### src/hw/report_cfg_pkg.sv
/*
 * Configuration field widths for the report sources.
 * CSR values reach the generators as plain inputs, these set their widths.
 */
`default_nettype none

package report_cfg_pkg;

   // csr_period width, period is counted in prescaled ticks
   localparam int C_PERIOD_WIDTH = 16;
   // Prescale of 256, counter steps when the low time byte is zero
   localparam int C_PRESCALE_BITS = 8;
   // External event code carried in EVENT_REPORT
   localparam int C_EVENT_CODE_WIDTH = 16;
   // Dropped event counter, saturates at all ones
   localparam int C_DROP_WIDTH = 16;

endpackage

`default_nettype wire

### src/hw/drat_pkg.sv
/*
 * DRaT protocol definitions shared by the report sources and the stream merge.
 * Holds the packet type encoding, the beat width, the report length and the
 * sequence number width. Modules name these in their port lists with scoped
 * names and import the package inside the body where they need more.
 */
`default_nettype none

package drat_pkg;

   // Packet type field, top byte of every header beat
   typedef enum logic [7:0] {
      TIME_REPORT  = 8'd2,
      EVENT_REPORT = 8'd3
   } pkt_type_t;

   // Width of one stream beat
   localparam int C_BEAT_WIDTH = 64;

   // Two-beat report, header plus one payload beat, in bytes
   localparam logic [15:0] C_REPORT_LENGTH = 16'd16;

   // Per-source sequence number, wraps modulo 256
   localparam int C_SEQ_WIDTH = 8;

   // Header beat, MSB first: type(8) seq(8) length(16) flow id(32)

endpackage

`default_nettype wire
### src/hw/drat_report_top.sv
/*
 * DRaT report source for the timing subsystem.
 * Periodic TIME_REPORT packets on mux port 0, EVENT_REPORT packets on
 * port 1, merged onto a single valid/ready packet stream.
 */
`timescale 1ns/1ps
`default_nettype none

module drat_report_top (
   input  logic                                          clk,
   input  logic                                          rst,
   // CSR values
   input  logic                                          csr_enable,
   input  logic [report_cfg_pkg::C_PERIOD_WIDTH-1:0]     csr_period,
   input  logic [31:0]                                   csr_flow_id,
   // System time and external events
   input  logic [63:0]                                   current_time,
   input  logic                                          evt_valid,
   input  logic [report_cfg_pkg::C_EVENT_CODE_WIDTH-1:0] evt_code,
   // Packet stream out
   output logic                                          out_valid,
   input  logic                                          out_ready,
   output logic [drat_pkg::C_BEAT_WIDTH-1:0]             out_data,
   output logic                                          out_last
);
   import drat_pkg::*;

   // TIME_REPORT stream
   logic                    tr_valid;
   logic                    tr_ready;
   logic [C_BEAT_WIDTH-1:0] tr_data;
   logic                    tr_last;
   // EVENT_REPORT stream
   logic                    er_valid;
   logic                    er_ready;
   logic [C_BEAT_WIDTH-1:0] er_data;
   logic                    er_last;

   time_report_gen time_report_gen_i (
      .clk          (clk),
      .rst          (rst),
      .csr_enable   (csr_enable),
      .csr_period   (csr_period),
      .csr_flow_id  (csr_flow_id),
      .current_time (current_time),
      .tr_valid     (tr_valid),
      .tr_ready     (tr_ready),
      .tr_data      (tr_data),
      .tr_last      (tr_last)
   );

   event_report_gen event_report_gen_i (
      .clk          (clk),
      .rst          (rst),
      .csr_enable   (csr_enable),
      .csr_flow_id  (csr_flow_id),
      .current_time (current_time),
      .evt_valid    (evt_valid),
      .evt_code     (evt_code),
      .er_valid     (er_valid),
      .er_ready     (er_ready),
      .er_data      (er_data),
      .er_last      (er_last)
   );

   // Time reports on port 0, events on port 1
   drat_stream_mux drat_stream_mux_i (
      .clk       (clk),
      .rst       (rst),
      .in0_valid (tr_valid),
      .in0_last  (tr_last),
      .in0_data  (tr_data),
      .in0_ready (tr_ready),
      .in1_valid (er_valid),
      .in1_last  (er_last),
      .in1_data  (er_data),
      .in1_ready (er_ready),
      .out_valid (out_valid),
      .out_data  (out_data),
      .out_last  (out_last),
      .out_ready (out_ready)
   );

endmodule

`default_nettype wire

### src/hw/drat_stream_mux.sv
/*
 * Two-input packet merge for DRaT streams.
 * Arbitrates only between packets: a port holds the output from its first
 * beat until its last beat transfers. On a tie the port not served last
 * wins. The data path is combinational, valid passes through the same cycle.
 */
`timescale 1ns/1ps
`default_nettype none

module drat_stream_mux (
   input  logic                              clk,
   input  logic                              rst,
   // Port 0
   input  logic                              in0_valid,
   input  logic                              in0_last,
   input  logic [drat_pkg::C_BEAT_WIDTH-1:0] in0_data,
   output logic                              in0_ready,
   // Port 1
   input  logic                              in1_valid,
   input  logic                              in1_last,
   input  logic [drat_pkg::C_BEAT_WIDTH-1:0] in1_data,
   output logic                              in1_ready,
   // Merged output
   output logic                              out_valid,
   output logic [drat_pkg::C_BEAT_WIDTH-1:0] out_data,
   output logic                              out_last,
   input  logic                              out_ready
);

   typedef enum logic [1:0] {
      G_NONE,
      G_PORT0,
      G_PORT1
   } grant_t;

   grant_t grant_q;
   grant_t sel;
   // High when port 1 carried the most recent packet
   logic   last_served;
   logic   xfer_last;

   // ------------------------------
   // Arbitration
   // ------------------------------

   // Open packet keeps its port, else pick among requesters now
   always_comb begin
      sel = grant_q;
      if (grant_q == G_NONE) begin
         if (in0_valid && in1_valid) begin
            sel = last_served ? G_PORT0 : G_PORT1;
         end else if (in0_valid) begin
            sel = G_PORT0;
         end else if (in1_valid) begin
            sel = G_PORT1;
         end
      end
   end

   assign xfer_last = out_valid && out_ready && out_last;

   // Lock on first valid beat, release after the last one
   always_ff @(posedge clk) begin
      if (rst) begin
         grant_q     <= G_NONE;
         last_served <= 1'b1;
      end else if (xfer_last) begin
         grant_q     <= G_NONE;
         last_served <= (sel == G_PORT1);
      end else begin
         grant_q <= sel;
      end
   end

   // ------------------------------
   // Data path
   // ------------------------------

   // Losing port sees ready low
   always_comb begin
      out_valid = 1'b0;
      out_data  = '0;
      out_last  = 1'b0;
      in0_ready = 1'b0;
      in1_ready = 1'b0;
      case (sel)
         G_PORT0: begin
            out_valid = in0_valid;
            out_data  = in0_data;
            out_last  = in0_last;
            in0_ready = out_ready;
         end
         G_PORT1: begin
            out_valid = in1_valid;
            out_data  = in1_data;
            out_last  = in1_last;
            in1_ready = out_ready;
         end
         default: begin
         end
      endcase
   end

endmodule

`default_nettype wire

### src/hw/event_report_gen.sv
/*
 * EVENT_REPORT source for external time-stamped events.
 * An accepted event is held in a one-entry register with the low half of the
 * system time, and is emitted as header plus payload beat. Events arriving
 * while one is pending are counted as drops, saturating. The drop count is
 * reported in the next packet and restarts when that packet's header goes.
 * Payload beat, MSB first: event code(16) drop count(16) time low(32).
 */
`timescale 1ns/1ps
`default_nettype none

module event_report_gen (
   input  logic                                          clk,
   input  logic                                          rst,
   // Events ignored and sequence cleared while low
   input  logic                                          csr_enable,
   input  logic [31:0]                                   csr_flow_id,
   input  logic [63:0]                                   current_time,
   // Single-cycle event strobe with its code
   input  logic                                          evt_valid,
   input  logic [report_cfg_pkg::C_EVENT_CODE_WIDTH-1:0] evt_code,
   // Report stream out
   output logic                                          er_valid,
   input  logic                                          er_ready,
   output logic [drat_pkg::C_BEAT_WIDTH-1:0]             er_data,
   output logic                                          er_last
);
   import drat_pkg::*;
   import report_cfg_pkg::*;

   typedef enum logic [1:0] {
      S_IDLE,
      S_HEADER,
      S_EVENT
   } state_t;

   state_t                        state;
   logic [C_SEQ_WIDTH-1:0]        seq_num;
   logic [C_EVENT_CODE_WIDTH-1:0] code_q;
   logic [31:0]                   time_q;
   logic [C_DROP_WIDTH-1:0]       drop_cnt;
   logic [C_DROP_WIDTH-1:0]       drop_rep;
   logic                          pending;
   logic                          evt_take;
   logic                          evt_drop;
   logic                          hdr_xfer;

   // Entry stays pending until the last beat has left
   assign pending  = (state != S_IDLE);
   assign evt_take = csr_enable && evt_valid && !pending;
   assign evt_drop = csr_enable && evt_valid && pending;
   assign hdr_xfer = (state == S_HEADER) && er_ready;

   // ------------------------------
   // Event capture
   // ------------------------------

   always_ff @(posedge clk) begin
      if (evt_take) begin
         code_q <= evt_code;
         time_q <= current_time[31:0];
      end
   end

   // Drop counter, handed over to the packet at its header
   // A drop in the handover cycle starts the next count at one
   always_ff @(posedge clk) begin
      if (rst) begin
         drop_cnt <= '0;
      end else if (hdr_xfer) begin
         drop_cnt <= {{(C_DROP_WIDTH-1){1'b0}}, evt_drop};
      end else if (evt_drop && (drop_cnt != '1)) begin
         drop_cnt <= drop_cnt + 1'b1;
      end
   end

   always_ff @(posedge clk) begin
      if (hdr_xfer) begin
         drop_rep <= drop_cnt;
      end
   end

   // ------------------------------
   // Packet FSM
   // ------------------------------

   always_ff @(posedge clk) begin
      if (rst) begin
         state <= S_IDLE;
      end else begin
         case (state)
            S_IDLE:   if (evt_take) state <= S_HEADER;
            S_HEADER: if (er_ready) state <= S_EVENT;
            S_EVENT:  if (er_ready) state <= S_IDLE;
            default:  state <= S_IDLE;
         endcase
      end
   end

   always_ff @(posedge clk) begin
      if (rst) begin
         seq_num <= '0;
      end else if (!pending && !csr_enable) begin
         seq_num <= '0;
      end else if ((state == S_EVENT) && er_ready) begin
         seq_num <= seq_num + 1'b1;
      end
   end

   always_comb begin
      er_valid = pending;
      er_last  = (state == S_EVENT);
      case (state)
         S_HEADER: er_data = {EVENT_REPORT, seq_num, C_REPORT_LENGTH, csr_flow_id};
         S_EVENT:  er_data = {code_q, drop_rep, time_q};
         default:  er_data = '0;
      endcase
   end

endmodule

`default_nettype wire

### src/hw/time_report_gen.sv
/*
 * Periodic TIME_REPORT source.
 * A prescaled period counter raises a one-cycle trigger every
 * (csr_period+1)*256 time ticks. Each trigger taken while enabled emits a
 * two-beat packet: header, then the live system time. Triggers seen while a
 * packet is in flight are lost. The sequence number restarts when disabled.
 */
`timescale 1ns/1ps
`default_nettype none

module time_report_gen (
   input  logic                                      clk,
   input  logic                                      rst,
   // Low keeps the FSM idle and clears the sequence number
   input  logic                                      csr_enable,
   // Period in 256-tick units, minus one
   input  logic [report_cfg_pkg::C_PERIOD_WIDTH-1:0] csr_period,
   input  logic [31:0]                               csr_flow_id,
   // System time, advances by one per tick
   input  logic [63:0]                               current_time,
   // Report stream out
   output logic                                      tr_valid,
   input  logic                                      tr_ready,
   output logic [drat_pkg::C_BEAT_WIDTH-1:0]         tr_data,
   output logic                                      tr_last
);
   import drat_pkg::*;
   import report_cfg_pkg::*;

   typedef enum logic [1:0] {
      S_IDLE,
      S_HEADER,
      S_TIME
   } state_t;

   state_t                    state;
   logic [C_PERIOD_WIDTH-1:0] period_cnt;
   logic [C_SEQ_WIDTH-1:0]    seq_num;
   logic                      tick;
   logic                      trigger;

   // ------------------------------
   // Period counter
   // ------------------------------

   // Prescale point, once every 256 time ticks
   assign tick = (current_time[C_PRESCALE_BITS-1:0] == '0);

   // Trigger is registered, so it lands the cycle after the tick
   // Compare with >= so a lowered period cannot leave the counter stranded
   always_ff @(posedge clk) begin
      if (rst) begin
         period_cnt <= '0;
         trigger    <= 1'b0;
      end else begin
         trigger <= tick && (period_cnt >= csr_period);
         if (tick) begin
            if (period_cnt >= csr_period) begin
               period_cnt <= '0;
            end else begin
               period_cnt <= period_cnt + 1'b1;
            end
         end
      end
   end

   // ------------------------------
   // Packet FSM
   // ------------------------------

   always_ff @(posedge clk) begin
      if (rst) begin
         state <= S_IDLE;
      end else begin
         case (state)
            // Trigger while busy is simply not seen here
            S_IDLE:   if (trigger && csr_enable) state <= S_HEADER;
            S_HEADER: if (tr_ready) state <= S_TIME;
            S_TIME:   if (tr_ready) state <= S_IDLE;
            default:  state <= S_IDLE;
         endcase
      end
   end

   // Count completed packets, restart once idle and disabled
   always_ff @(posedge clk) begin
      if (rst) begin
         seq_num <= '0;
      end else if ((state == S_IDLE) && !csr_enable) begin
         seq_num <= '0;
      end else if ((state == S_TIME) && tr_ready) begin
         seq_num <= seq_num + 1'b1;
      end
   end

   // Beat mux
   // Time beat follows current_time, so it carries the value of its transfer cycle
   always_comb begin
      tr_valid = (state != S_IDLE);
      tr_last  = (state == S_TIME);
      case (state)
         S_HEADER: tr_data = {TIME_REPORT, seq_num, C_REPORT_LENGTH, csr_flow_id};
         S_TIME:   tr_data = current_time;
         default:  tr_data = '0;
      endcase
   end

endmodule

`default_nettype wire

### config.mk
export PLATFORM = sky130hd
export DESIGN_NAME = drat_report_top
export DESIGN_NICKNAME = d
export VERILOG_FILES = /design/src/hw/report_cfg_pkg.sv /design/src/hw/drat_pkg.sv /design/src/hw/drat_report_top.sv /design/src/hw/drat_stream_mux.sv /design/src/hw/event_report_gen.sv /design/src/hw/time_report_gen.sv
export SDC_FILE = /design/constraint.sdc
export NUM_CORES = 1
export LEC_CHECK = 0
export ABC_AREA = 1
export BUFFER_PORTS_ARGS = -buffer_cell sky130_fd_sc_hd__clkbuf_2
export CELL_PAD_IN_SITES_DETAIL_PLACEMENT = 0
export CELL_PAD_IN_SITES_GLOBAL_PLACEMENT = 1
export CORE_ASPECT_RATIO = 0.7
export CORE_MARGIN = 2
export CORE_UTILIZATION = 41
export DETAILED_ROUTE_END_ITERATION = 16
export PLACE_DENSITY_LB_ADDON = 0.1
export RECOVER_POWER = 100
export SETUP_SLACK_MARGIN = 0.1
export SLEW_MARGIN = 20
export SYNTH_ARGS = -nofsm -noshare
export SYNTH_HDL_FRONTEND = slang
export SYNTH_SLANG_ARGS = --single-unit
### constraint.sdc
create_clock -name clk -period 5.2 [get_ports clk]
set_input_delay 0.78 -clock clk [delete_from_list [all_inputs] [get_ports clk]]
set_output_delay 0.78 -clock clk [all_outputs]
set_load 0.05 [all_outputs]
## Yosys cells after proc, flatten, opt, wreduce, memory -nomap -nowiden

Index checks and enable logic that the tools add are counted.
Widths: inputs -> output; s select.

- Reduce and logical (&&, ||, !) cells: 29
- Mux-type cells: 23
- Magnitude comparators: 1
- Eq/ne operators: 13
- Add/subtract/negate cells: 4

Operators by type and width:

| cell | count |
|---|---|
| $pmux 64 s2 | 3 |
| $add 16x1->16 const B | 2 |
| $mux 2 | 11 |
| $add 8x1->8 const B | 2 |
| $ge 16x16->1 | 1 |
| $mux 16 | 1 |
| $ne 16x16->1 const B | 1 |
| $logic_and 1x1->1 | 14 |
| $pmux 2 s3 | 2 |
| $logic_not 8->1 | 1 |
| $ne 2x1->1 const B | 4 |
| $reduce_or 2->1 | 4 |
| $eq 2x1->1 const B | 3 |
| $eq 2x2->1 const B | 3 |
| $logic_not 2->1 | 3 |
| $reduce_and 3->1 | 2 |
| $reduce_bool 2->1 | 3 |
| $mux 1 | 4 |
| $ne 2x2->1 const B | 2 |
| $pmux 1 s2 | 2 |
| $logic_not 1->1 | 2 |

- Logic and storage cells: 83
- Register bits: 120
- Output and inout port bits: 66

## Longest topological paths before layout

Gate-level depths: netlist (run 1).

- Depth in word-level cells: 10
- Mapped depth: 15
- Depth with buffers taken out: 15

## Modules after synthesis

Synthesis (run 1) repeated with hierarchy kept, for this count alone.

- Cell total of the unflattened synthesis: 1156
- Area total of the unflattened synthesis: 7861.3 sq um

Modules (own cells, without submodules):

| module | sequential area each (sq um) | area each (sq um) | times used | cells each |
|---|---|---|---|---|
| event_report_gen | 2442.3 | 4167.7 | 1 | 468 |
| time_report_gen | 540.5 | 2538.7 | 1 | 435 |
| drat_stream_mux | 60.1 | 1154.9 | 1 | 253 |

## Worst setup path before layout (run 1)

Ideal clock, no wire load.

- Kind: register to output
- Start: register event_report_gen_i.state[0]
- End: output out_data[0] in the netlist's numbering
- Data required time: 4.420 ns
- Cell stages (with the launch flop): 12
- Arrival: 2.582 ns
- Buffers on the path: 1
- Slack: 1.838 ns
- Path through: dfxtp_1 -> inv_1 -> ha_1 -> o21ai_0 -> o21ai_0 -> inv_1 -> ha_1 -> nand2_1 -> inv_1 -> clkbuf_1 -> nand2_1 -> a21oi_1

- Longest elaborated chain between the ends: 7

Ends and longest elaborated chain:

| element | RTL line | RTL |
|---|---|---|
| start, declared | event_report_gen.sv:37 | `state_t state;` |
| start signal, assigned | event_report_gen.sv:89 | `state <= S_IDLE;` |
| start signal, assigned | event_report_gen.sv:92 | `S_IDLE: if (evt_take) state <= S_HEADER;` |
| start signal, assigned | event_report_gen.sv:93 | `S_HEADER: if (er_ready) state <= S_EVENT;` |
| $reduce_bool 2->1 * | event_report_gen.sv:49 | `assign pending = (state != S_IDLE);` |
| $mux 2 | drat_stream_mux.sv:54 | `end else if (in1_valid) begin` |
| $mux 2 | drat_stream_mux.sv:52 | `end else if (in0_valid) begin` |
| $mux 2 * | drat_stream_mux.sv:50 | `if (in0_valid && in1_valid) begin` |
| $mux 2 * | drat_stream_mux.sv:49 | `if (grant_q == G_NONE) begin` |
| net drat_stream_mux_i.sel[0] | drat_stream_mux.sv:37 | `grant_t sel;` |
| $eq 2x2->1 / $eq 2x1->1 (equally long branches) | drat_stream_mux.sv:86 | `case (sel)` |
| $pmux 64 s2 * | drat_stream_mux.sv:86 |  |
| end, declared | drat_report_top.sv:23 | `output logic [drat_pkg::C_BEAT_WIDTH-1:0] out_data,` |

Mark *: on every way through the listed nets, which the timed path passes. The rest lies on a longest branch.

## Worst setup path in the final report (run 1)

- Start: register time_report_gen_i.state[0]
- End: output out_data[9] in the netlist's numbering

- Longest elaborated chain between the ends: 6

Ends and longest elaborated chain:

| element | RTL line | RTL |
|---|---|---|
| start, declared | time_report_gen.sv:36 | `state_t state;` |
| start signal, assigned | time_report_gen.sv:73 | `state <= S_IDLE;` |
| start signal, assigned | time_report_gen.sv:77 | `S_IDLE: if (trigger && csr_enable) state <= S_HEADER;` |
| start signal, assigned | time_report_gen.sv:78 | `S_HEADER: if (tr_ready) state <= S_TIME;` |
| $reduce_bool 2->1 | time_report_gen.sv:99 | `tr_valid = (state != S_IDLE);` |
| $mux 2 / $logic_and 1x1->1 (equally long branches) | drat_stream_mux.sv:52, drat_stream_mux.sv:50 |  |
| $mux 2 | drat_stream_mux.sv:50 |  |
| $mux 2 | drat_stream_mux.sv:49 |  |
| $eq 2x2->1 / $eq 2x1->1 (equally long branches) | drat_stream_mux.sv:86 |  |
| $pmux 64 s2 * | drat_stream_mux.sv:86 |  |

Every way passes the cells marked *; elsewhere a longest branch is shown, timed or not.

==> summary.md, run 1 <==
| Metric | Value |
|---|---|
| Outcome | `finished with violations` |
| Failing checks | `capacitance limit, slew limit` |
| Vias post-DR | `a little under 7,000` |
| Number of cell rows | `40` |
| Max Slew Vio Count | `between 50 and 60` |
| Die area | `18,700 sq um` |
| Synth top area share | `0.266` |
| First-pass GRT wire length | `33.1 mm` |
| Worst hold path class | `reg2reg` |
| Gr usage total | `0.226` |
| Final net count | `about 1,300` |
| Drt total wl | `21.0 mm` |
| Setup TNS | `0 ns` |
| Violation count after the first detailed-route iteration | `647` |
| EDFF count, synth | `64` |
| Fin crit period | `approximately 4.5 ns` |
| Drt wl/cell | `14.7 um` |
| Largest net degree at the start of global routing | `43` |
| VDD IR-drop max | `between 0.0002 and 0.0003 V` |
| DRT Pass-1 Iters | `5` |
| Cell area after layout | `just under 9000 sq um` |
| Share of layout cells above drive strength 1 | `0.148` |
| Synth Cell Area | `7230 sq um` |
| Total gr overflow | `0` |
| WS Path Type | `reg2out` |
| Worst-Skew Late Latency | `around 0.42 ns` |
| Syn_nets | `~1,200` |
| Area Growth Syn to Fin | `21.3%` |
| Most frequent cell after synthesis | `nand2_1` |
| Ports | `between 150 and 200` |
| Die X | `around 160 um` |
| Yosys cell types | `37` |
| Top cells by area, synth | `edfxtp_1 27%, nand2_1 16%, dfxtp_1 15%, a21oi_1 6.9%, o21ai_0 6.8%` |
| H-tree levels | `4` |
| GPL Wtd Cong | `approximately 0.83` |
| CP Capture Type | `primary output` |
| Buffers on Ports | `198` |
| Number of cells after detailed placement | `approximately 1,400` |
| Power Density | `between 300 and 400 nW/um^2` |
| Vias per cell | `approximately 5` |
| Switching power total | `1450 uW` |
| Max clock buf depth | `2` |
| Worst stage delay on the critical path | `about 0.6 ns` |
| CP arrival | `between 3 and 4 ns` |
| Core Box Area | `approximately 17,000 sq um` |
| Syn avg cell area | `7.26 sq um` |
| Post-synthesis sequential area ratio | `0.421` |
| Commonest cells in the netlist | `312 x nand2_1, 122 x inv_1, 100 x a21oi_1, 98 x o21ai_0, 64 x edfxtp_1` |
| Post-synth top area cell | `edfxtp_1` |
| Crit path max fanout | `23` |
| Crit-path cells | `inv_1, ha_1, inv_1, o21ai_0, a21oi_1, ha_1, nand2_1, inv_1, clkbuf_1, nand2_1, a21oi_1, clkbuf_1` |
| Cts repair resizes | `0` |
| Seq pwr share | `0.319` |
| Fin util | `0.510` |
| Post-Route Skew | `about 0.0086 ns` |
| RSZ-0062 raised after global routing | `no` |
| Hold Violations, Final | `0` |
| ANT nets after route | `0` |
| Clock buffer count from CTS | `17` |
| DRC errors left | `0` |
| Antenna cell count | `0` |
| Cell-internal power | `2030 uW` |
| Delay-heaviest family, CP | `buffers and inverters` |
| Clock power share | `0.314` |
| Design Power | `approximately 3500 uW` |
| Worst setup SP type | `register` |
| CP required | `around 4.4 ns` |
| Flop and latch count out of synthesis | `120` |
| Asr flop ratio synth | `0` |
| WP buf/inv | `5` |
| Comb pwr share | `0.367` |
| CTS tree | `yes` |
| Detail Placement HPWL | `15.4 mm` |
| CTS root buf | `clkbuf_16` |
| Final setup fails | `0` |
| Fin crit share | `0.870` |
| Leakage | `0.00348 uW` |
| Placed cell areas | `approximately 8400 sq um` |
| FILL cells | `~1,800` |
| DIE HEIGHT | `between 100 and 150 um` |
| Cts hold-fix bufs | `0` |
| Top FF cell, synth | `edfxtp_1` |
| Yosys synthesis warning count | `0` |
| Max Fclk | `0.221 GHz` |
| Vias in the first global route | `roughly 6,400` |
| Mapped Cells | `approximately 1,000` |
| Switching part of the total | `0.416` |
| Clock slew at reported path FFs | `approximately 0.05 ns` |
| Number of post-CTS setup repair buffers | `0` |
| Max_cap viols | `2` |
| Slew HR | `-0.155` |
| Initial antenna violation count | `0` |
| Crit-path slowest cell | `inv_1` |
| Measured slew at the worst slew-check pin | `between 1.5 and 2 ns` |
| CTS sink cnt | `120` |
| Most used cell, CP | `inv_1` |
| Layout Cells excl Fill | `roughly 1,400` |
| Initial Util | `0.420` |
final cells by class:
type,count,area (sq um),share of cell area
Clock buffer,23,468,0.0533
Clock inverter,9,75.1,0.00855
Inverter,127,477,0.0543
Multi-Input combinational cell,708,3460,0.395
Sequential cell,120,3040,0.347
Tap cell,231,289,0.0329
Timing Repair Buffer,209,961,0.109
cells by family (layout without fill, tap and decap cells):
group / count (synthesis) / in the layout / share of synthesized area
simple gates: 442 / 442 / 0.257
compound gates: 219 / 219 / 0.157
buf+inv: 168 / 368 / 0.0927
flops: 120 / 120 / 0.421
fa+ha+maj: 30 / 30 / 0.0519
xor+xnor: 16 / 16 / 0.0194
mux: 1 / 1 / 0.00138
stage by stage:
stage	hold WS, ns	setup slack [ns]
final	0.464	0.674
after global routing	0.494	0.323
after CTS	0.461	0.935
after detailed placement	0.453	1.40
after global placement	0.457	1.54
after floorplan	0.439	1.84
state kept, by name (all words and copies together) (netlist names):
register / flops
event_report_gen_i.code_q: 16
time_report_gen_i.state: 2
drat_stream_mux_i.last_served: 1
time_report_gen_i.period_cnt: 16
time_report_gen_i.seq_num: 8
event_report_gen_i.drop_rep: 16
event_report_gen_i.state: 2
drat_stream_mux_i.grant_q: 2
event_report_gen_i.time_q: 32
event_report_gen_i.seq_num: 8
event_report_gen_i.drop_cnt: 16
time_report_gen_i.trigger: 1
worst register-to-register path, stage by stage (launching register included):
cell and delay [ns]:
dfxtp_1 0.33, inv_1 0.10, ha_1 0.17, inv_1 0.06, nor2_1 1.18, clkbuf_1 1.34
final timing paths:
check | slack, ns | end | cells after the start | startpoint
min | 0.46 | time_report_gen_i.seq_num[6] | 2 | time_report_gen_i.seq_num[6]
max reg2reg | 1.59 | event_report_gen_i.code_q[8] | 5 | event_report_gen_i.state[1]
max | 0.67 | out_data[9] | 12 | time_report_gen_i.state[0]
min reg2reg | 0.46 | time_report_gen_i.seq_num[6] | 2 | time_report_gen_i.seq_num[6]
metal layers:
layer,wire (um),share of wire,global-route usage
met1,10400,0.49,0.323
met2,9050,0.43,0.343
met3,1230,0.058,0.0440
met4,356,0.017,0.0773
met5,0,0,0
cell usage in the layout (no fill, tap or decap), types with 2 or more instances in the layout:
master and n:
clkinvlp_4 3, clkinv_2 3, clkbuf_8 2, nor2_2 2
nand3_1 22, edfxtp_1 64, o22ai_1 5, dfxtp_1 56
clkbuf_16 17, nor2_4 2, a21oi_1 105, clkbuf_1 84
ha_1 30, nor3b_2 3, nand2_1 314, buf_4 6
o21bai_1 2, a21oi_2 2, inv_1 122, nand3_2 2
clkbuf_2 123, nand4_1 5, o21ai_1 4, nor2_1 70
nor3_1 11, nand3b_1 3, xor2_1 14, inv_2 5
xnor2_1 2, o21ai_0 99, nand2_2 4, clkinv_1 2
power by group through the flow:
stage,registers (uW),clock network (uW),logic (uW)
after floorplan,1120,0,898
after global placement,1120,0,1330
after detailed placement,1130,0,1310
after CTS,1110,1110,1310
after global routing,1120,1150,1410
final,1110,1090,1280
(Power assumes the default switching activity.)
==> inputs of run 2 (changes only) <==
--- a/config.mk
+++ b/config.mk
@@ -19,4 +19,5 @@
 export SLEW_MARGIN = 20
 export SYNTH_ARGS = -nofsm -noshare
 export SYNTH_HDL_FRONTEND = slang
+export SYNTH_HIERARCHICAL = 1
 export SYNTH_SLANG_ARGS = --single-unit
==> run 2 against run 1 <==
The run still ends with capacitance limit, slew limit left. Critical path depth down 1. Area after synthesis up 8.7%. Final area up 7.7%. Die area up 8.4%. Total power up 29%. Sequential power about the same. Clock skew down 0.0019 ns. Hold slack worse by 0.0033 ns. Final cell count up 11%. Register-to-register slack worse by 0.67 ns. Wire length up 14%. Largest power group unchanged.
==> summary.md, run 2 <==
| Metric | Value |
|---|---|
| Outcome | `finished with violations (unchanged)` |
| Failing checks | `capacitance limit, slew limit (unchanged)` |
| Comb pwr share | `0.475 (was 0.367)` |
| Cts hold-fix bufs | `0 (unchanged)` |
| Vias in the first global route | `7,043 (was 6,429)` |
| DIE HEIGHT | `120 um (was 115 um)` |
| Seq pwr share | `0.251 (was 0.319)` |
| Drt wl/cell | `15.2 um (was 14.7 um)` |
| EDFF count, synth | `64 (unchanged)` |
| Vias per cell | `4.98 (was 4.86)` |
| Share of layout cells above drive strength 1 | `0.124 (was 0.148)` |
| Max_cap viols | `2 (unchanged)` |
| Cts repair resizes | `0 (unchanged)` |
| WHS Path Cells | `1 (was 2)` |
| Syn_nets | `1,320 (was 1,159)` |
| Die area | `20,300 sq um (was 18,700 sq um)` |
| R2r setup slk | `0.92 ns (was 1.59 ns)` |
| First-pass GRT wire length | `37.7 mm (was 33.1 mm)` |
| Post-synth top area cell | `edfxtp_1 (unchanged)` |
| Die X | `170 um (was 163 um)` |
| RR Startpoint | `event_report_gen_i/state[0] (was event_report_gen_i.state[1])` |
| Gr usage total | `0.238 (was 0.226)` |
| Number of post-CTS setup repair buffers | `0 (unchanged)` |
| Max Slew Vio Count | `51 (unchanged)` |
| Ports | `199 (unchanged)` |
| Final setup fails | `0 (unchanged)` |
| Leakage | `0.00387 uW (was 0.00348 uW)` |
| Most used cell, CP | `inv_1 (unchanged)` |
| Power Density | `477 nW/um^2 (was 397 nW/um^2)` |
| Commonest cells after routing, fill and taps aside | `453 x nand2_1, 183 x a21oi_1, 122 x inv_1, 103 x clkbuf_1, 100 x clkbuf_2 (was 314 x nand2_1, 123 x clkbuf_2, 122 x inv_1, 105 x a21oi_1, 99 x o21ai_0)` |
| Syn avg cell area | `6.80 sq um (was 7.26 sq um)` |
| Hold Violations, Final | `0 (unchanged)` |
| Initial antenna violation count | `0 (unchanged)` |
| Area Growth Syn to Fin | `20.2% (was 21.3%)` |
| ANT nets after route | `0 (unchanged)` |
| DRT Pass-1 Iters | `5 (unchanged)` |
| Initial Util | `0.417 (was 0.420)` |
| CTS root buf | `clkbuf_16 (unchanged)` |
| Setup TNS | `0 ns (unchanged)` |
| Post-synthesis sequential area ratio | `0.387 (was 0.421)` |
| Design Power | `4510 uW (was 3480 uW)` |
| Synth Cell Area | `7860 sq um (was 7230 sq um)` |
| Max reg flops | `32 (unchanged)` |
| Max Fclk | `0.230 GHz (was 0.221 GHz)` |
| Clock buffer count from CTS | `17 (unchanged)` |
| R2R Path End | `event_report_gen_i/drop_cnt[0] (was event_report_gen_i.code_q[8])` |
| Worst stage delay on the critical path | `0.74 ns (was 0.61 ns)` |
| Total gr overflow | `0 (unchanged)` |
| Min-Delay Endpoint | `time_report_gen_i/seq_num[7] (was time_report_gen_i.seq_num[6])` |
| CTS tree | `yes (unchanged)` |
| Measured slew at the worst slew-check pin | `2.25 ns (was 1.73 ns)` |
| RSZ-0062 raised after global routing | `no (unchanged)` |
| Asr flop ratio synth | `0 (unchanged)` |
| R2R depth | `17 (was 5)` |
| Commonest cells in the netlist | `452 x nand2_1, 183 x a21oi_1, 120 x inv_1, 80 x nor2_1, 64 x edfxtp_1 (was 312 x nand2_1, 122 x inv_1, 100 x a21oi_1, 98 x o21ai_0, 64 x edfxtp_1)` |
| CTS sink cnt | `120 (unchanged)` |
| Most frequent cell after synthesis | `nand2_1 (unchanged)` |
| Flop and latch count out of synthesis | `120 (unchanged)` |
| Top FF cell, synth | `edfxtp_1 (unchanged)` |
| Crit path max fanout | `29 (was 23)` |
| Violation count after the first detailed-route iteration | `685 (was 647)` |
| Fin crit share | `0.835 (was 0.870)` |
| Worst setup SP type | `register (unchanged)` |
| Buffers on Ports | `198 (unchanged)` |
| Switching power total | `2150 uW (was 1450 uW)` |
| Antenna cell count | `0 (unchanged)` |
| Top cells by area, synth | `edfxtp_1 24%, nand2_1 22%, dfxtp_1 14%, a21oi_1 12%, inv_1 5.7% (was edfxtp_1 27%, nand2_1 16%, dfxtp_1 15%, a21oi_1 6.9%, o21ai_0 6.8%)` |
| H-tree levels | `4 (unchanged)` |
| CP Capture Type | `primary output (unchanged)` |
| Area of the multi-input gates | `4080 sq um (was 3460 sq um)` |
| Core Box Area | `18,900 sq um (was 17,200 sq um)` |
| DRC errors left | `0 (unchanged)` |
| Mapped Cells | `1,156 (was 996)` |
| FILL cells | `2,002 (was 1,837)` |
| Final net count | `1,491 (was 1,346)` |
| Yosys cell types | `36 (was 37)` |
| CP arrival | `3.56 ns (was 3.75 ns)` |
| Clock power share | `0.273 (was 0.314)` |
| Fin crit period | `4.34 ns (was 4.53 ns)` |
| Worst-Skew Late Latency | `0.42 ns (about the same)` |
| Synth top area share | `0.244 (was 0.266)` |
| Drt total wl | `24.0 mm (was 21.0 mm)` |
| WS Path Type | `reg2out (unchanged)` |
| CP required | `4.42 ns (about the same)` |
| Post-Route Skew | `0.00673 ns (was 0.00860 ns)` |
| Slew HR | `-0.503 (was -0.155)` |
| Switching part of the total | `0.478 (was 0.416)` |
| Top reg by flops | `event_report_gen_i/time_q (was event_report_gen_i.time_q)` |
| Number of cell rows | `42 (was 40)` |
| VDD IR-drop max | `0.000375 V (was 0.000264 V)` |
| Vias post-DR | `7,877 (was 6,932)` |
| Max clock buf depth | `2 (unchanged)` |
| Worst hold start | `time_report_gen_i/seq_num[7] (was time_report_gen_i.seq_num[6])` |
| Clock slew at reported path FFs | `0.05 ns (about the same)` |
| Crit-path cells | `inv_1, ha_1, inv_1, inv_1, nor2_1, a21oi_1, ha_1, buf_4, nand2_1, a21oi_1, clkbuf_1 (was inv_1, ha_1, inv_1, o21ai_0, a21oi_1, ha_1, nand2_1, inv_1, clkbuf_1, nand2_1, a21oi_1, clkbuf_1)` |
| Cell-internal power | `2350 uW (was 2030 uW)` |
| GPL Wtd Cong | `0.838 (was 0.830)` |
| Yosys synthesis warning count | `6 (was 0)` |
| Commonest non-fill, non-tap cell in the layout | `nand2_1 (unchanged)` |
| Worst hold path class | `reg2reg (unchanged)` |
| Detail Placement HPWL | `16.6 mm (was 15.4 mm)` |
| Largest net degree at the start of global routing | `51 (was 43)` |
| Register Area | `3040 sq um (unchanged)` |
| Crit-path slowest cell | `ha_1 (was inv_1)` |
-- run 2: layout make-up --
cell class | instances | area share
clock inverters | 10 | 0.0158
multi-input cells | 856 | 0.431
inverters | 124 | 0.0493
clock buffers | 22 | 0.0491
well taps | 242 | 0.0320
flip-flops and latches | 120 | 0.322
repair buffers | 208 | 0.100
-- run 2: worst max path at each step --
stage                                           start                              to  depth (start not counted)
after floorplan                            csr_enable    event_report_gen_i/code_q[0]                          2
after global placement    event_report_gen_i/state[0]                    out_data[58]                         10
after detailed placement  event_report_gen_i/state[0]                    out_data[30]                         10
after CTS                 event_report_gen_i/state[0]                    out_data[30]                         10
after global routing      event_report_gen_i/state[0]  event_report_gen_i/drop_cnt[0]                         17
final                     event_report_gen_i/state[0]                        out_last                         11
-- run 2: worst max-delay path, delay by kind of cell (launching register included) --
| kind | cells | cell delay, ns |
|---|---|---|
| AO/OA/AOI/OAI | 2 | 0.42 |
| adder cells (fa/ha/maj) | 2 | 0.97 |
| buffers and inverters | 5 | 1.26 |
| flip-flops | 1 | 0.32 |
| AND/OR/NAND/NOR | 2 | 0.15 |
-- run 2: kinds of logic after synthesis --
family / share of synthesized area
buf+inv: 0.0953
flops: 0.387
fa+ha+maj: 0.0493
compound gates: 0.133
xor+xnor: 0.0178
mux: 0.00127
simple gates: 0.316
-- run 2: power groups by stage --
stage               combinational [uW]  clock, uW  sequential (uW)
finish                            2140       1230             1130
global route                      2330       1300             1140
CTS                               2160       1260             1130
detailed placement                2150          0             1150
global placement                  2150          0             1150
floorplan                         1600          0             1140
-- run 2: layer usage --
layer | global-route usage | part of all wire | vias up
met4 | 0.0534 | 0.012 | 0
li1 | - | - | 4011
met3 | 0.0491 | 0.070 | 21
met5 | 0 | 0 | -
met1 | 0.368 | 0.52 | 3563
met2 | 0.337 | 0.40 | 282
-- run 2: through the flow --
step	instances	setup slack (ns)	hold WS, ns	utilization	instance area [sq um]
floorplan	1156	1.86	0.422	-	7860
global placement	1550	1.59	0.437	0.476	8980
detailed placement	1550	1.51	0.459	0.476	8980
CTS	1582	1.04	0.466	0.509	9590
global route	1582	0.478	0.510	0.501	9450
finish	1582	0.859	0.460	0.501	9450
==> inputs of run 3 (changes only) <==
--- a/config.mk
+++ b/config.mk
@@ -11,7 +11,7 @@
 export CELL_PAD_IN_SITES_GLOBAL_PLACEMENT = 1
 export CORE_ASPECT_RATIO = 0.7
 export CORE_MARGIN = 2
-export CORE_UTILIZATION = 41
+export CORE_UTILIZATION = 38
 export DETAILED_ROUTE_END_ITERATION = 16
 export PLACE_DENSITY_LB_ADDON = 0.1
 export RECOVER_POWER = 100
==> constraint.sdc (replaced) <==
create_clock -name clk -period 4.3 [get_ports clk]
set_input_delay 0.645 -clock clk [delete_from_list [all_inputs] [get_ports clk]]
set_output_delay 0.645 -clock clk [all_outputs]
set_load 0.05 [all_outputs]
==> run 3 against run 2 <==
The run now ends clean. Setup slack got worse by 0.50 ns. Clock power rose by 20%. Die area rose by 7.7%. Critical endpoint is now out_data[58]. Largest power group unchanged.
==> summary.md, run 3 (synthesized netlist as in run 2, its figures left out) <==
| Metric | Value |
|---|---|
| Outcome | `finished, final reports clean (was finished with violations)` |
| Max_cap viols | `0 (was 2)` |
| CP required | `3.65 ns (was 4.42 ns)` |
| Register Area | `3040 sq um (unchanged)` |
| Area Growth Syn to Fin | `21.5% (was 20.2%)` |
| Gr usage total | `0.220 (was 0.238)` |
| Top reg by flops | `event_report_gen_i/time_q (unchanged)` |
| Measured slew at the worst slew-check pin | `1.44 ns (was 2.25 ns)` |
| First-pass GRT wire length | `37.9 mm (was 37.7 mm)` |
| Vias in the first global route | `6,969 (was 7,043)` |
| Final setup fails | `0 (unchanged)` |
| Clock buffer count from CTS | `17 (unchanged)` |
| CTS root buf | `clkbuf_16 (unchanged)` |
| Commonest cells after routing, fill and taps aside | `453 x nand2_1, 183 x a21oi_1, 126 x clkbuf_2, 122 x inv_1, 81 x nor2_1 (was 453 x nand2_1, 183 x a21oi_1, 122 x inv_1, 103 x clkbuf_1, 100 x clkbuf_2)` |
| Ports | `199 (unchanged)` |
| Min Hold Slack | `0.400 ns (was 0.460 ns)` |
| Max reg flops | `32 (unchanged)` |
| Max Fclk | `0.253 GHz` |
| CP Capture Type | `primary output (unchanged)` |
| Violation count after the first detailed-route iteration | `664 (was 685)` |
| Worst slack at placement | `0.934 ns (was 1.51 ns)` |
| Cts hold-fix bufs | `0 (unchanged)` |
| Largest net degree at the start of global routing | `41 (was 51)` |
| Commonest non-fill, non-tap cell in the layout | `nand2_1 (unchanged)` |
| DRT Pass-1 Iters | `5 (unchanged)` |
| Number of cell rows | `43 (was 42)` |
| Final net count | `1,497 (was 1,491)` |
| Buffers on Ports | `198 (unchanged)` |
| WHS Path Cells | `1 (unchanged)` |
| Power Density | `576 nW/um^2 (was 477 nW/um^2)` |
| Vias per cell | `4.78 (was 4.98)` |
| Total gr overflow | `0 (unchanged)` |
| Placed cell areas | `9060 sq um (was 8980 sq um)` |
| CP arrival | `3.30 ns (was 3.56 ns)` |
| Worst hold path class | `in2reg (was reg2reg)` |
| CTS tree | `yes (unchanged)` |
| Drt wl/cell | `15.0 um (was 15.2 um)` |
| GPL Wtd Cong | `0.811 (was 0.838)` |
| Share of layout cells above drive strength 1 | `0.152 (was 0.124)` |
| Post-Route Skew | `0.0108 ns (was 0.00673 ns)` |
| Initial antenna violation count | `1 (was 0)` |
| Leakage | `0.00398 uW (was 0.00387 uW)` |
| CTS sink cnt | `120 (unchanged)` |
| Fin crit share | `0.917` |
| Cts repair resizes | `0 (unchanged)` |
| Max Slew Vio Count | `0 (was 51)` |
| Die X | `176 um (was 170 um)` |
| Initial Util | `0.392 (was 0.417)` |
| Slew HR | `0.0332 (was -0.503)` |
| RSZ-0062 raised after global routing | `no (unchanged)` |
| Cell area after layout | `9550 sq um (was 9450 sq um)` |
| Fin crit period | `3.95 ns` |
| Core Box Area | `20,100 sq um (was 18,900 sq um)` |
| Detail Placement HPWL | `17.5 mm (was 16.6 mm)` |
| Vias post-DR | `7,720 (was 7,877)` |
| R2R depth | `13 (was 17)` |
| Worst-Skew Late Latency | `0.42 ns (about the same)` |
| WS Path Type | `reg2out (unchanged)` |
| FILL cells | `2,132 (was 2,002)` |
| Die area | `21,900 sq um (was 20,300 sq um)` |
| ANT nets after route | `0 (unchanged)` |
| Max clock buf depth | `2 (unchanged)` |
| Number of post-CTS setup repair buffers | `0 (unchanged)` |
| DIE HEIGHT | `124 um (was 120 um)` |
| Hold Violations, Final | `0 (unchanged)` |
| Crit path max fanout | `24 (was 29)` |
| DRC errors left | `0 (unchanged)` |
| Clock slew at reported path FFs | `0.06 ns (was 0.05 ns)` |
| Setup ws final | `0.355 ns (was 0.859 ns)` |
| Area of the multi-input gates | `4070 sq um (was 4080 sq um)` |
| Setup TNS | `0 ns (unchanged)` |
| Worst setup SP type | `register (unchanged)` |
| Antenna cell count | `0 (unchanged)` |
| VDD IR-drop max | `0.000412 V (was 0.000375 V)` |
| H-tree levels | `4 (unchanged)` |
| Fin util | `0.476 (was 0.501)` |
| Drt total wl | `24.2 mm (was 24.0 mm)` |
## run 3: report_power, final
group	total, uW	switching (uW)	internal (uW)
clock network	1480	562	923
logic	2650	2090	565
registers	1370	41.5	1330
total	5500	2690	2810
## run 3: layer usage
metal / part of all wire / global-route usage
met1: 0.52 / 0.349
met2: 0.39 / 0.296
met3: 0.076 / 0.0437
met5: 0 / 0
met4: 0.010 / 0.0598
## run 3: worst max-delay path, cell delays in order (launching register included)
cell      delay (ns)
dfxtp_1         0.31
inv_1           0.13
ha_1            0.22
inv_1           0.09
inv_1           0.07
nor2_1          0.04
a21oi_1         0.22
ha_2            0.54
clkbuf_2        0.50
nand2_1         0.09
a21oi_1         0.16
clkbuf_1        0.50
## run 3: area by class of cell
cell class                      instances  share of cell area
Clock inverter                         15              0.0200
Sequential cell                       120               0.318
Timing Repair Buffer                  214               0.107
Tap cell                              270              0.0354
Clock buffer                           17              0.0445
Multi-Input combinational cell        856               0.426
Inverter                              124              0.0487
## run 3: through the flow
| step | total power, uW | cells |
|---|---|---|
| 5_1_grt | 5850 | 1616 |
| 3_5_place_dp | 4060 | 1584 |
| 3_3_place_gp | 4080 | 1584 |
| 2_1_floorplan | 3310 | 1156 |
| 4_1_cts | 5570 | 1616 |
| 6_report | 5500 | 1616 |
## run 3: path summary, 6_finish.rpt
kind / start / to / slack, ns
hold reg to reg: time_report_gen_i/seq_num[7] / time_report_gen_i/seq_num[7] / 0.46
setup / recovery: event_report_gen_i/state[1] / out_data[58] / 0.35
hold / removal: evt_code[15] / event_report_gen_i/code_q[15] / 0.40
setup reg to reg: event_report_gen_i/state[0] / event_report_gen_i/drop_rep[12] / 0.86
